$ cat src/verilog/pawn_eval_pkg.sv
// pawn evaluation shared definitions
// piece codes, board geometry, latency and score weight tables
package pawn_eval_pkg;

   localparam int piece_width = 4;
   localparam int board_squares = 64;                    // index is row * 8 + col
   localparam int board_width = board_squares * piece_width;

   localparam int eval_default_width = 16;

   // board_valid to eval_valid
   localparam int pipe_latency = 6;

   // square contents, black codes are white plus 8
   typedef enum logic [piece_width-1:0] {
      empty        = 4'd0,
      white_pawn   = 4'd1,
      white_knight = 4'd2,
      white_bishop = 4'd3,
      white_rook   = 4'd4,
      white_queen  = 4'd5,
      white_king   = 4'd6,
      black_pawn   = 4'd9,
      black_knight = 4'd10,
      black_bishop = 4'd11,
      black_rook   = 4'd12,
      black_queen  = 4'd13,
      black_king   = 4'd14
   } piece_e;

   // isolated penalty by column
   localparam logic signed [eval_default_width-1:0] isolated_mg [8] = '{
      -5, -7, -8, -9, -9, -8, -7, -5
   };
   localparam logic signed [eval_default_width-1:0] isolated_eg [8] = '{
      -8, -10, -12, -14, -14, -12, -10, -8
   };

   // doubled penalty by distance to the leading pawn, entry 0 unused
   localparam logic signed [eval_default_width-1:0] doubled_mg [6] = '{
      0, -11, -9, -7, -5, -4
   };
   localparam logic signed [eval_default_width-1:0] doubled_eg [6] = '{
      0, -28, -24, -20, -16, -12
   };

   // passed bonus by flipped row, rows 0 and 7 never hold a pawn
   localparam logic signed [eval_default_width-1:0] passed_mg [8] = '{
      0, 5, 10, 17, 35, 60, 95, 0
   };
   localparam logic signed [eval_default_width-1:0] passed_eg [8] = '{
      0, 10, 17, 25, 45, 80, 130, 0
   };

endpackage

$ cat src/verilog/pawn_board_decode.sv
// pawn bitboard extraction from a full board
// own and enemy pawns in a frame where own pawns advance toward row 7
`timescale 1ns/1ps

module pawn_board_decode #(
   parameter int white_pawns = 1
) (
   input  logic                                    clk,
   input  logic [pawn_eval_pkg::board_width-1:0]   board,
   output logic [pawn_eval_pkg::board_squares-1:0] my_pawns,
   output logic [pawn_eval_pkg::board_squares-1:0] op_pawns
);

   localparam pawn_eval_pkg::piece_e my_code =
      (white_pawns != 0) ? pawn_eval_pkg::white_pawn : pawn_eval_pkg::black_pawn;
   localparam pawn_eval_pkg::piece_e op_code =
      (white_pawns != 0) ? pawn_eval_pkg::black_pawn : pawn_eval_pkg::white_pawn;

   logic [pawn_eval_pkg::board_squares-1:0] my_next;
   logic [pawn_eval_pkg::board_squares-1:0] op_next;

   always_comb
   begin
      logic [2:0]                            src_row;
      logic [pawn_eval_pkg::piece_width-1:0] code;

      my_next = '0;                           // rows 0 and 7 stay clear
      op_next = '0;
      src_row = '0;
      code = '0;
      for (int row = 1; row < 7; row++)
      begin
         for (int col = 0; col < 8; col++)
         begin
            // black reads the board upside down
            src_row = (white_pawns != 0) ? 3'(row) : 3'(7 - row);
            code = board[(src_row * 8 + col) * pawn_eval_pkg::piece_width +:
                         pawn_eval_pkg::piece_width];
            my_next[row * 8 + col] = (code == my_code);
            op_next[row * 8 + col] = (code == op_code);
         end
      end
   end

   always_ff @(posedge clk)
   begin
      my_pawns <= my_next;
      op_pawns <= op_next;
   end

endmodule

$ cat src/verilog/pawn_structure_eval.sv
// isolated and doubled pawn scoring, three register stages
`timescale 1ns/1ps

module pawn_structure_eval #(
   parameter int eval_width = pawn_eval_pkg::eval_default_width
) (
   input  logic                                    clk,
   input  logic [pawn_eval_pkg::board_squares-1:0] my_pawns,
   output logic signed [eval_width-1:0]            struct_mg,
   output logic signed [eval_width-1:0]            struct_eg
);

   logic [7:0] col_has;
   logic [7:0] adj_has;

   logic [pawn_eval_pkg::board_squares-1:0] iso_next;
   logic [pawn_eval_pkg::board_squares-1:0] iso_q;
   logic [2:0]                              dist_next [pawn_eval_pkg::board_squares];
   logic [2:0]                              dist_q [pawn_eval_pkg::board_squares];

   logic signed [eval_width-1:0] col_mg_next [8];
   logic signed [eval_width-1:0] col_eg_next [8];
   logic signed [eval_width-1:0] col_mg_q [8];
   logic signed [eval_width-1:0] col_eg_q [8];
   logic signed [eval_width-1:0] total_mg;
   logic signed [eval_width-1:0] total_eg;

   // stage 1, isolation and doubled distance per square
   always_comb
   begin
      for (int c = 0; c < 8; c++)
      begin
         col_has[c] = 1'b0;
         for (int r = 0; r < 8; r++)
            col_has[c] = col_has[c] | my_pawns[r * 8 + c];
      end
      adj_has = (col_has << 1) | (col_has >> 1);  // edge columns see one side only
      iso_next = my_pawns & ~{8{adj_has}};

      for (int s = 0; s < pawn_eval_pkg::board_squares; s++)
         dist_next[s] = '0;
      for (int r = 1; r < 6; r++)
      begin
         for (int c = 0; c < 8; c++)
         begin
            if (my_pawns[r * 8 + c])
            begin
               // last hit is the most advanced pawn ahead
               for (int a = r + 1; a < 7; a++)
                  if (my_pawns[a * 8 + c])
                     dist_next[r * 8 + c] = 3'(a - r);
            end
         end
      end
   end

   // stage 2 terms, summed per column
   always_comb
   begin
      for (int c = 0; c < 8; c++)
      begin
         col_mg_next[c] = '0;
         col_eg_next[c] = '0;
         for (int r = 1; r < 7; r++)
         begin
            if (iso_q[r * 8 + c])
            begin
               col_mg_next[c] = col_mg_next[c] + eval_width'(pawn_eval_pkg::isolated_mg[c]);
               col_eg_next[c] = col_eg_next[c] + eval_width'(pawn_eval_pkg::isolated_eg[c]);
            end
            if (dist_q[r * 8 + c] != 3'd0)
            begin
               col_mg_next[c] = col_mg_next[c] +
                                eval_width'(pawn_eval_pkg::doubled_mg[dist_q[r * 8 + c]]);
               col_eg_next[c] = col_eg_next[c] +
                                eval_width'(pawn_eval_pkg::doubled_eg[dist_q[r * 8 + c]]);
            end
         end
      end
   end

   // stage 3 input, column total
   always_comb
   begin
      total_mg = '0;
      total_eg = '0;
      for (int c = 0; c < 8; c++)
      begin
         total_mg = total_mg + col_mg_q[c];
         total_eg = total_eg + col_eg_q[c];
      end
   end

   always_ff @(posedge clk)
   begin
      iso_q <= iso_next;
      dist_q <= dist_next;
      col_mg_q <= col_mg_next;
      col_eg_q <= col_eg_next;
      struct_mg <= total_mg;
      struct_eg <= total_eg;
   end

endmodule

$ cat src/verilog/passed_pawn_eval.sv
// passed pawn detection and bonus on the leading pawn of each column
`timescale 1ns/1ps

module passed_pawn_eval #(
   parameter int eval_width = pawn_eval_pkg::eval_default_width
) (
   input  logic                                    clk,
   input  logic [pawn_eval_pkg::board_squares-1:0] my_pawns,
   input  logic [pawn_eval_pkg::board_squares-1:0] op_pawns,
   output logic signed [eval_width-1:0]            passed_mg,
   output logic signed [eval_width-1:0]            passed_eg
);

   logic [2:0]                              adv_next [8];
   logic [2:0]                              adv_q [8];   // 0 means no pawn
   logic [pawn_eval_pkg::board_squares-1:0] op_q;

   logic signed [eval_width-1:0] col_mg_next [8];
   logic signed [eval_width-1:0] col_eg_next [8];
   logic signed [eval_width-1:0] col_mg_q [8];
   logic signed [eval_width-1:0] col_eg_q [8];
   logic signed [eval_width-1:0] total_mg;
   logic signed [eval_width-1:0] total_eg;

   always_comb
   begin
      for (int c = 0; c < 8; c++)
      begin
         adv_next[c] = '0;
         for (int r = 1; r < 7; r++)
            if (my_pawns[r * 8 + c])
               adv_next[c] = 3'(r);
      end
   end

   always_comb
   begin
      logic       blocked;
      logic [7:0] row_bits;
      logic [7:0] span;

      blocked = 1'b0;
      row_bits = '0;
      span = '0;
      for (int c = 0; c < 8; c++)
      begin
         blocked = 1'b0;
         for (int r = 1; r < 7; r++)
         begin
            row_bits = op_q[r * 8 +: 8];
            span = row_bits | (row_bits << 1) | (row_bits >> 1);  // own and adjacent columns
            if (r > adv_q[c] && span[c])
               blocked = 1'b1;
         end
         col_mg_next[c] = '0;
         col_eg_next[c] = '0;
         if (adv_q[c] != 3'd0 && !blocked)
         begin
            col_mg_next[c] = eval_width'(pawn_eval_pkg::passed_mg[adv_q[c]]);
            col_eg_next[c] = eval_width'(pawn_eval_pkg::passed_eg[adv_q[c]]);
         end
      end
   end

   always_comb
   begin
      total_mg = '0;
      total_eg = '0;
      for (int c = 0; c < 8; c++)
      begin
         total_mg = total_mg + col_mg_q[c];
         total_eg = total_eg + col_eg_q[c];
      end
   end

   always_ff @(posedge clk)
   begin
      adv_q <= adv_next;
      op_q <= op_pawns;                       // kept in step with adv_q
      col_mg_q <= col_mg_next;
      col_eg_q <= col_eg_next;
      passed_mg <= total_mg;
      passed_eg <= total_eg;
   end

endmodule

$ cat src/verilog/evaluate_pawns.sv
// pawn structure evaluation pipeline
// board in, signed mg and eg scores out a fixed number of cycles later
`timescale 1ns/1ps

module evaluate_pawns #(
   parameter int eval_width = pawn_eval_pkg::eval_default_width,
   parameter int white_pawns = 1
) (
   input  logic                                  clk,
   input  logic                                  rst,
   input  logic                                  board_valid,
   input  logic [pawn_eval_pkg::board_width-1:0] board,
   output logic signed [eval_width-1:0]          eval_mg,
   output logic signed [eval_width-1:0]          eval_eg,
   output logic                                  eval_valid
);

   logic [pawn_eval_pkg::board_squares-1:0] my_pawns;
   logic [pawn_eval_pkg::board_squares-1:0] op_pawns;

   logic signed [eval_width-1:0] struct_mg;
   logic signed [eval_width-1:0] struct_eg;
   logic signed [eval_width-1:0] passed_mg;
   logic signed [eval_width-1:0] passed_eg;
   logic signed [eval_width-1:0] sum_mg;
   logic signed [eval_width-1:0] sum_eg;

   logic [pawn_eval_pkg::pipe_latency-1:0] valid_pipe;

   pawn_board_decode #(
      .white_pawns (white_pawns)
   ) u_decode (
      .clk      (clk),
      .board    (board),
      .my_pawns (my_pawns),
      .op_pawns (op_pawns)
   );

   pawn_structure_eval #(
      .eval_width (eval_width)
   ) u_structure (
      .clk       (clk),
      .my_pawns  (my_pawns),
      .struct_mg (struct_mg),
      .struct_eg (struct_eg)
   );

   passed_pawn_eval #(
      .eval_width (eval_width)
   ) u_passed (
      .clk       (clk),
      .my_pawns  (my_pawns),
      .op_pawns  (op_pawns),
      .passed_mg (passed_mg),
      .passed_eg (passed_eg)
   );

   always_ff @(posedge clk)
   begin
      if (rst)
         valid_pipe <= '0;
      else
         valid_pipe <= {valid_pipe[pawn_eval_pkg::pipe_latency-2:0], board_valid};
   end

   assign eval_valid = valid_pipe[pawn_eval_pkg::pipe_latency-1];

   always_ff @(posedge clk)
   begin
      sum_mg <= struct_mg + passed_mg;
      sum_eg <= struct_eg + passed_eg;
      // black was scored in the flipped frame
      eval_mg <= (white_pawns != 0) ? sum_mg : -sum_mg;
      eval_eg <= (white_pawns != 0) ? sum_eg : -sum_eg;
   end

endmodule

$ cat config.mk
export PLATFORM = sky130hd
export DESIGN_NAME = evaluate_pawns
export DESIGN_NICKNAME = d
export VERILOG_FILES = /design/src/verilog/pawn_eval_pkg.sv /design/src/verilog/pawn_board_decode.sv /design/src/verilog/pawn_structure_eval.sv /design/src/verilog/passed_pawn_eval.sv /design/src/verilog/evaluate_pawns.sv
export SDC_FILE = /design/constraint.sdc
export NUM_CORES = 2
export LEC_CHECK = 0
export BUFFER_PORTS_ARGS = -buffer_cell sky130_fd_sc_hd__clkbuf_2
export CAP_MARGIN = 20
export CELL_PAD_IN_SITES_DETAIL_PLACEMENT = 0
export CELL_PAD_IN_SITES_GLOBAL_PLACEMENT = 2
export CORE_UTILIZATION = 40
export CTS_BUF_LIST = sky130_fd_sc_hd__clkbuf_4 sky130_fd_sc_hd__clkbuf_8 sky130_fd_sc_hd__clkbuf_16
export CTS_CLUSTER_SIZE = 24
export DETAILED_ROUTE_END_ITERATION = 6
export PLACE_DENSITY_LB_ADDON = 0.12
export SLEW_MARGIN = 25
export SYNTH_ARGS = -nofsm -noshare
export SYNTH_HDL_FRONTEND = slang
export SYNTH_HIERARCHICAL = 1
export SYNTH_SLANG_ARGS = --single-unit
$ cat constraint.sdc
create_clock -name clk -period 14.54 [get_ports clk]
set_clock_uncertainty 0.2 [all_clocks]
set_input_delay 0 -clock clk [delete_from_list [all_inputs] [get_ports clk]]
set_output_delay 0 -clock clk [all_outputs]
set_load 0.03 [all_outputs]
==> impl_results.md <==
- Initial DRC count: 5890
- Slowest cell delay on critical path: 0.78 ns
- CP required: 15.06 ns
- Die Span Y: 529 um
- Clk sinks: 782
- Row count: 192
- Worst-path clk slew: 0.07 ns
- Crit path max-delay family: simple AND/OR/NAND/NOR gates
- CP startpoint kind: flop
- Commonest cells after routing, fill and taps aside: ha_1 (1231), inv_1 (1089), nor2_1 (1047)
- Longest Clk Path Bufs: 4
- Total congestion overflow: 0
- Buffers & Inverters on Critical Path: 3
- Clock buffer count from CTS: 105
- Final Hold Vio Count: 0
- Least-Margin Pin Slew: 1.20 ns
- F_max: 78.3 MHz
- Worst hold path type: reg2reg
- Vias per Instance: 5.56
- Setup_tns: 0 ns
- RSZ-0062 raised after global routing: false
- DIE AREA: 279000 um2
- Post-layout util: 45.1%
- Finished Layout Cells: 18200
- Warning count from the yosys run: 6
- Starting density of the core: 40.4%
- Gr usage total: 24.4%
- Final-stage net count: 16300
- Critical path endpoint category: flop
- Vias in the first global route: 98400
- Lkg Pwr: 56.2 nW
- WL final: 352 mm
- Tmin final: 12.77 ns
- Clk Latency, worst-skew pair: 0.86 ns
- Pwr dens: 58.0 nW/um2
- Largest net degree at the start of global routing: 61
- Core area: 275000 um2
- Die width: 529 um
- Post-Syn Instances: 13900
- Post-route ant nets: 0
- Syn_area_per_cell: 7.96 um2
- CP arrival: 13.29 ns
- Most common cell after layout, fill and taps aside: ha_1
- I/O pin cnt: 292
- DR WL/cell: 19.3 um
- GP Congestion: 0.910
- Routed vias: 101000
- Setup violators final: 0
- First-pass GRT wire length: 549 mm
- DRC violations left: 0
- Max Cap Viol: 0
- Share of cells above drive strength 1: 7.33%
- CTS tree: yes
- Critical path type: reg2reg
- Clk root buf: clkbuf_16
- Worst rel slew slack: 19.8%
- Synthesis-to-layout area growth: 11.7%
- Final HPWL from detailed placement: 283 mm
- Final Max Tran Viols: 0
- Htree depth: 3
- Run status: finished, final reports clean
- Router iterations before antenna repair: 6
- Crit-path max FO: 19
- Initial antenna violation count: 22
- VDD IR max: 0.105 mV
- Synthesized area: 111000 um2
- Final period util: 87.8%
- Crit-path slowest cell: dfxtp_1
- # resized after CTS: 0
- I/O Buffers: 227
- Cell count after placement: 17600
==> path summary, 6_finish.rpt <==
kind | startpoint | endpoint | slack (ns) | cells after the start
worst min register to register | u_decode/op_pawns[31]$_DFF_P_ | u_passed/op_q[31]$_DFF_P_ | 0.12 | 0
worst max-delay path | u_structure/dist_q[146]$_SDFF_PN0_ | u_structure/col_mg_q[15]$_DFF_P_ | 1.77 | 44
worst min-delay path | u_decode/op_pawns[31]$_DFF_P_ | u_passed/op_q[31]$_DFF_P_ | 0.12 | 0
worst max register to register | u_structure/dist_q[146]$_SDFF_PN0_ | u_structure/col_mg_q[15]$_DFF_P_ | 1.77 | 44
==> stage by stage <==
step / power [mW] / area (um2) / setup slack, ns / hold WS (ns)
detailed placement: 4.46 / 116000 / 1.78 / -0.0141
global placement: 4.44 / 116000 / 1.83 / -0.0179
finish: 7.18 / 124000 / 1.77 / 0.124
CTS: 7.25 / 124000 / 1.67 / 0.124
global route: 7.56 / 124000 / 0.641 / 0.130
floorplan: 3.77 / 111000 / 3.71 / -0.129
==> power by group <==
part	internal [mW]	switching (mW)	leakage [nW]
Clock	1.53	1.14	1.74
Combinational	0.757	1.24	48.0
Sequential	2.36	0.149	6.38
==> worst register-to-register path: cells and delay by family, from the launching register on <==
kind                     cells  cell delay, ns
multiplexers                 1            0.32
adder cells (fa/ha/maj)      7            2.26
AND/OR/NAND/NOR             14            3.79
flip-flops                   1            0.78
buffers and inverters        3            0.37
XOR/XNOR                     8            1.52
AO/OA/AOI/OAI               11            3.37
==> final cells by class <==
cell class | count | area (um2)
Antenna cell | 13 | 32.5
Clock buffer | 125 | 2850
Clock inverter | 66 | 669
Fill cell | 27300 | 151000
Inverter | 1108 | 4160
Multi-Input combinational cell | 11700 | 89600
Sequential cell | 782 | 15700
Tap cell | 3686 | 4610
Timing Repair Buffer | 763 | 6250
==> per-layer routing <==
| metal | up-vias | GRT usage, % | wire [um] |
|---|---|---|---|
| met5 | - | 0 | 0 |
| met4 | 0 | 5.34 | 8160 |
| met3 | 317 | 2.18 | 12200 |
| met2 | 1687 | 40.6 | 159000 |
| met1 | 48200 | 33.8 | 172000 |
| li1 | 51200 | - | - |
==> sequential cells by signal, summed over array words and instances, names as in the netlist, 15 cells and up <==
name and flops:
sum_eg 16, u_passed/col_eg_q 56, u_structure/dist_q 88, u_structure/struct_mg 16, u_structure/col_eg_q 116, u_passed/adv_q 24
u_structure/struct_eg 15, eval_eg 16, sum_mg 16, u_decode/op_pawns 48, u_passed/col_mg_q 56, u_structure/col_mg_q 128
eval_mg 16, u_decode/my_pawns 48, u_passed/op_q 48, u_structure/iso_q 48
==> repair_timing <==
action | CTS | global route
buffers inserted | 0 | 0
hold endpoints to repair | 102 | 0
hold buffers | 436 | 0
No activity file was read; power rests on OpenSTA's default activity.
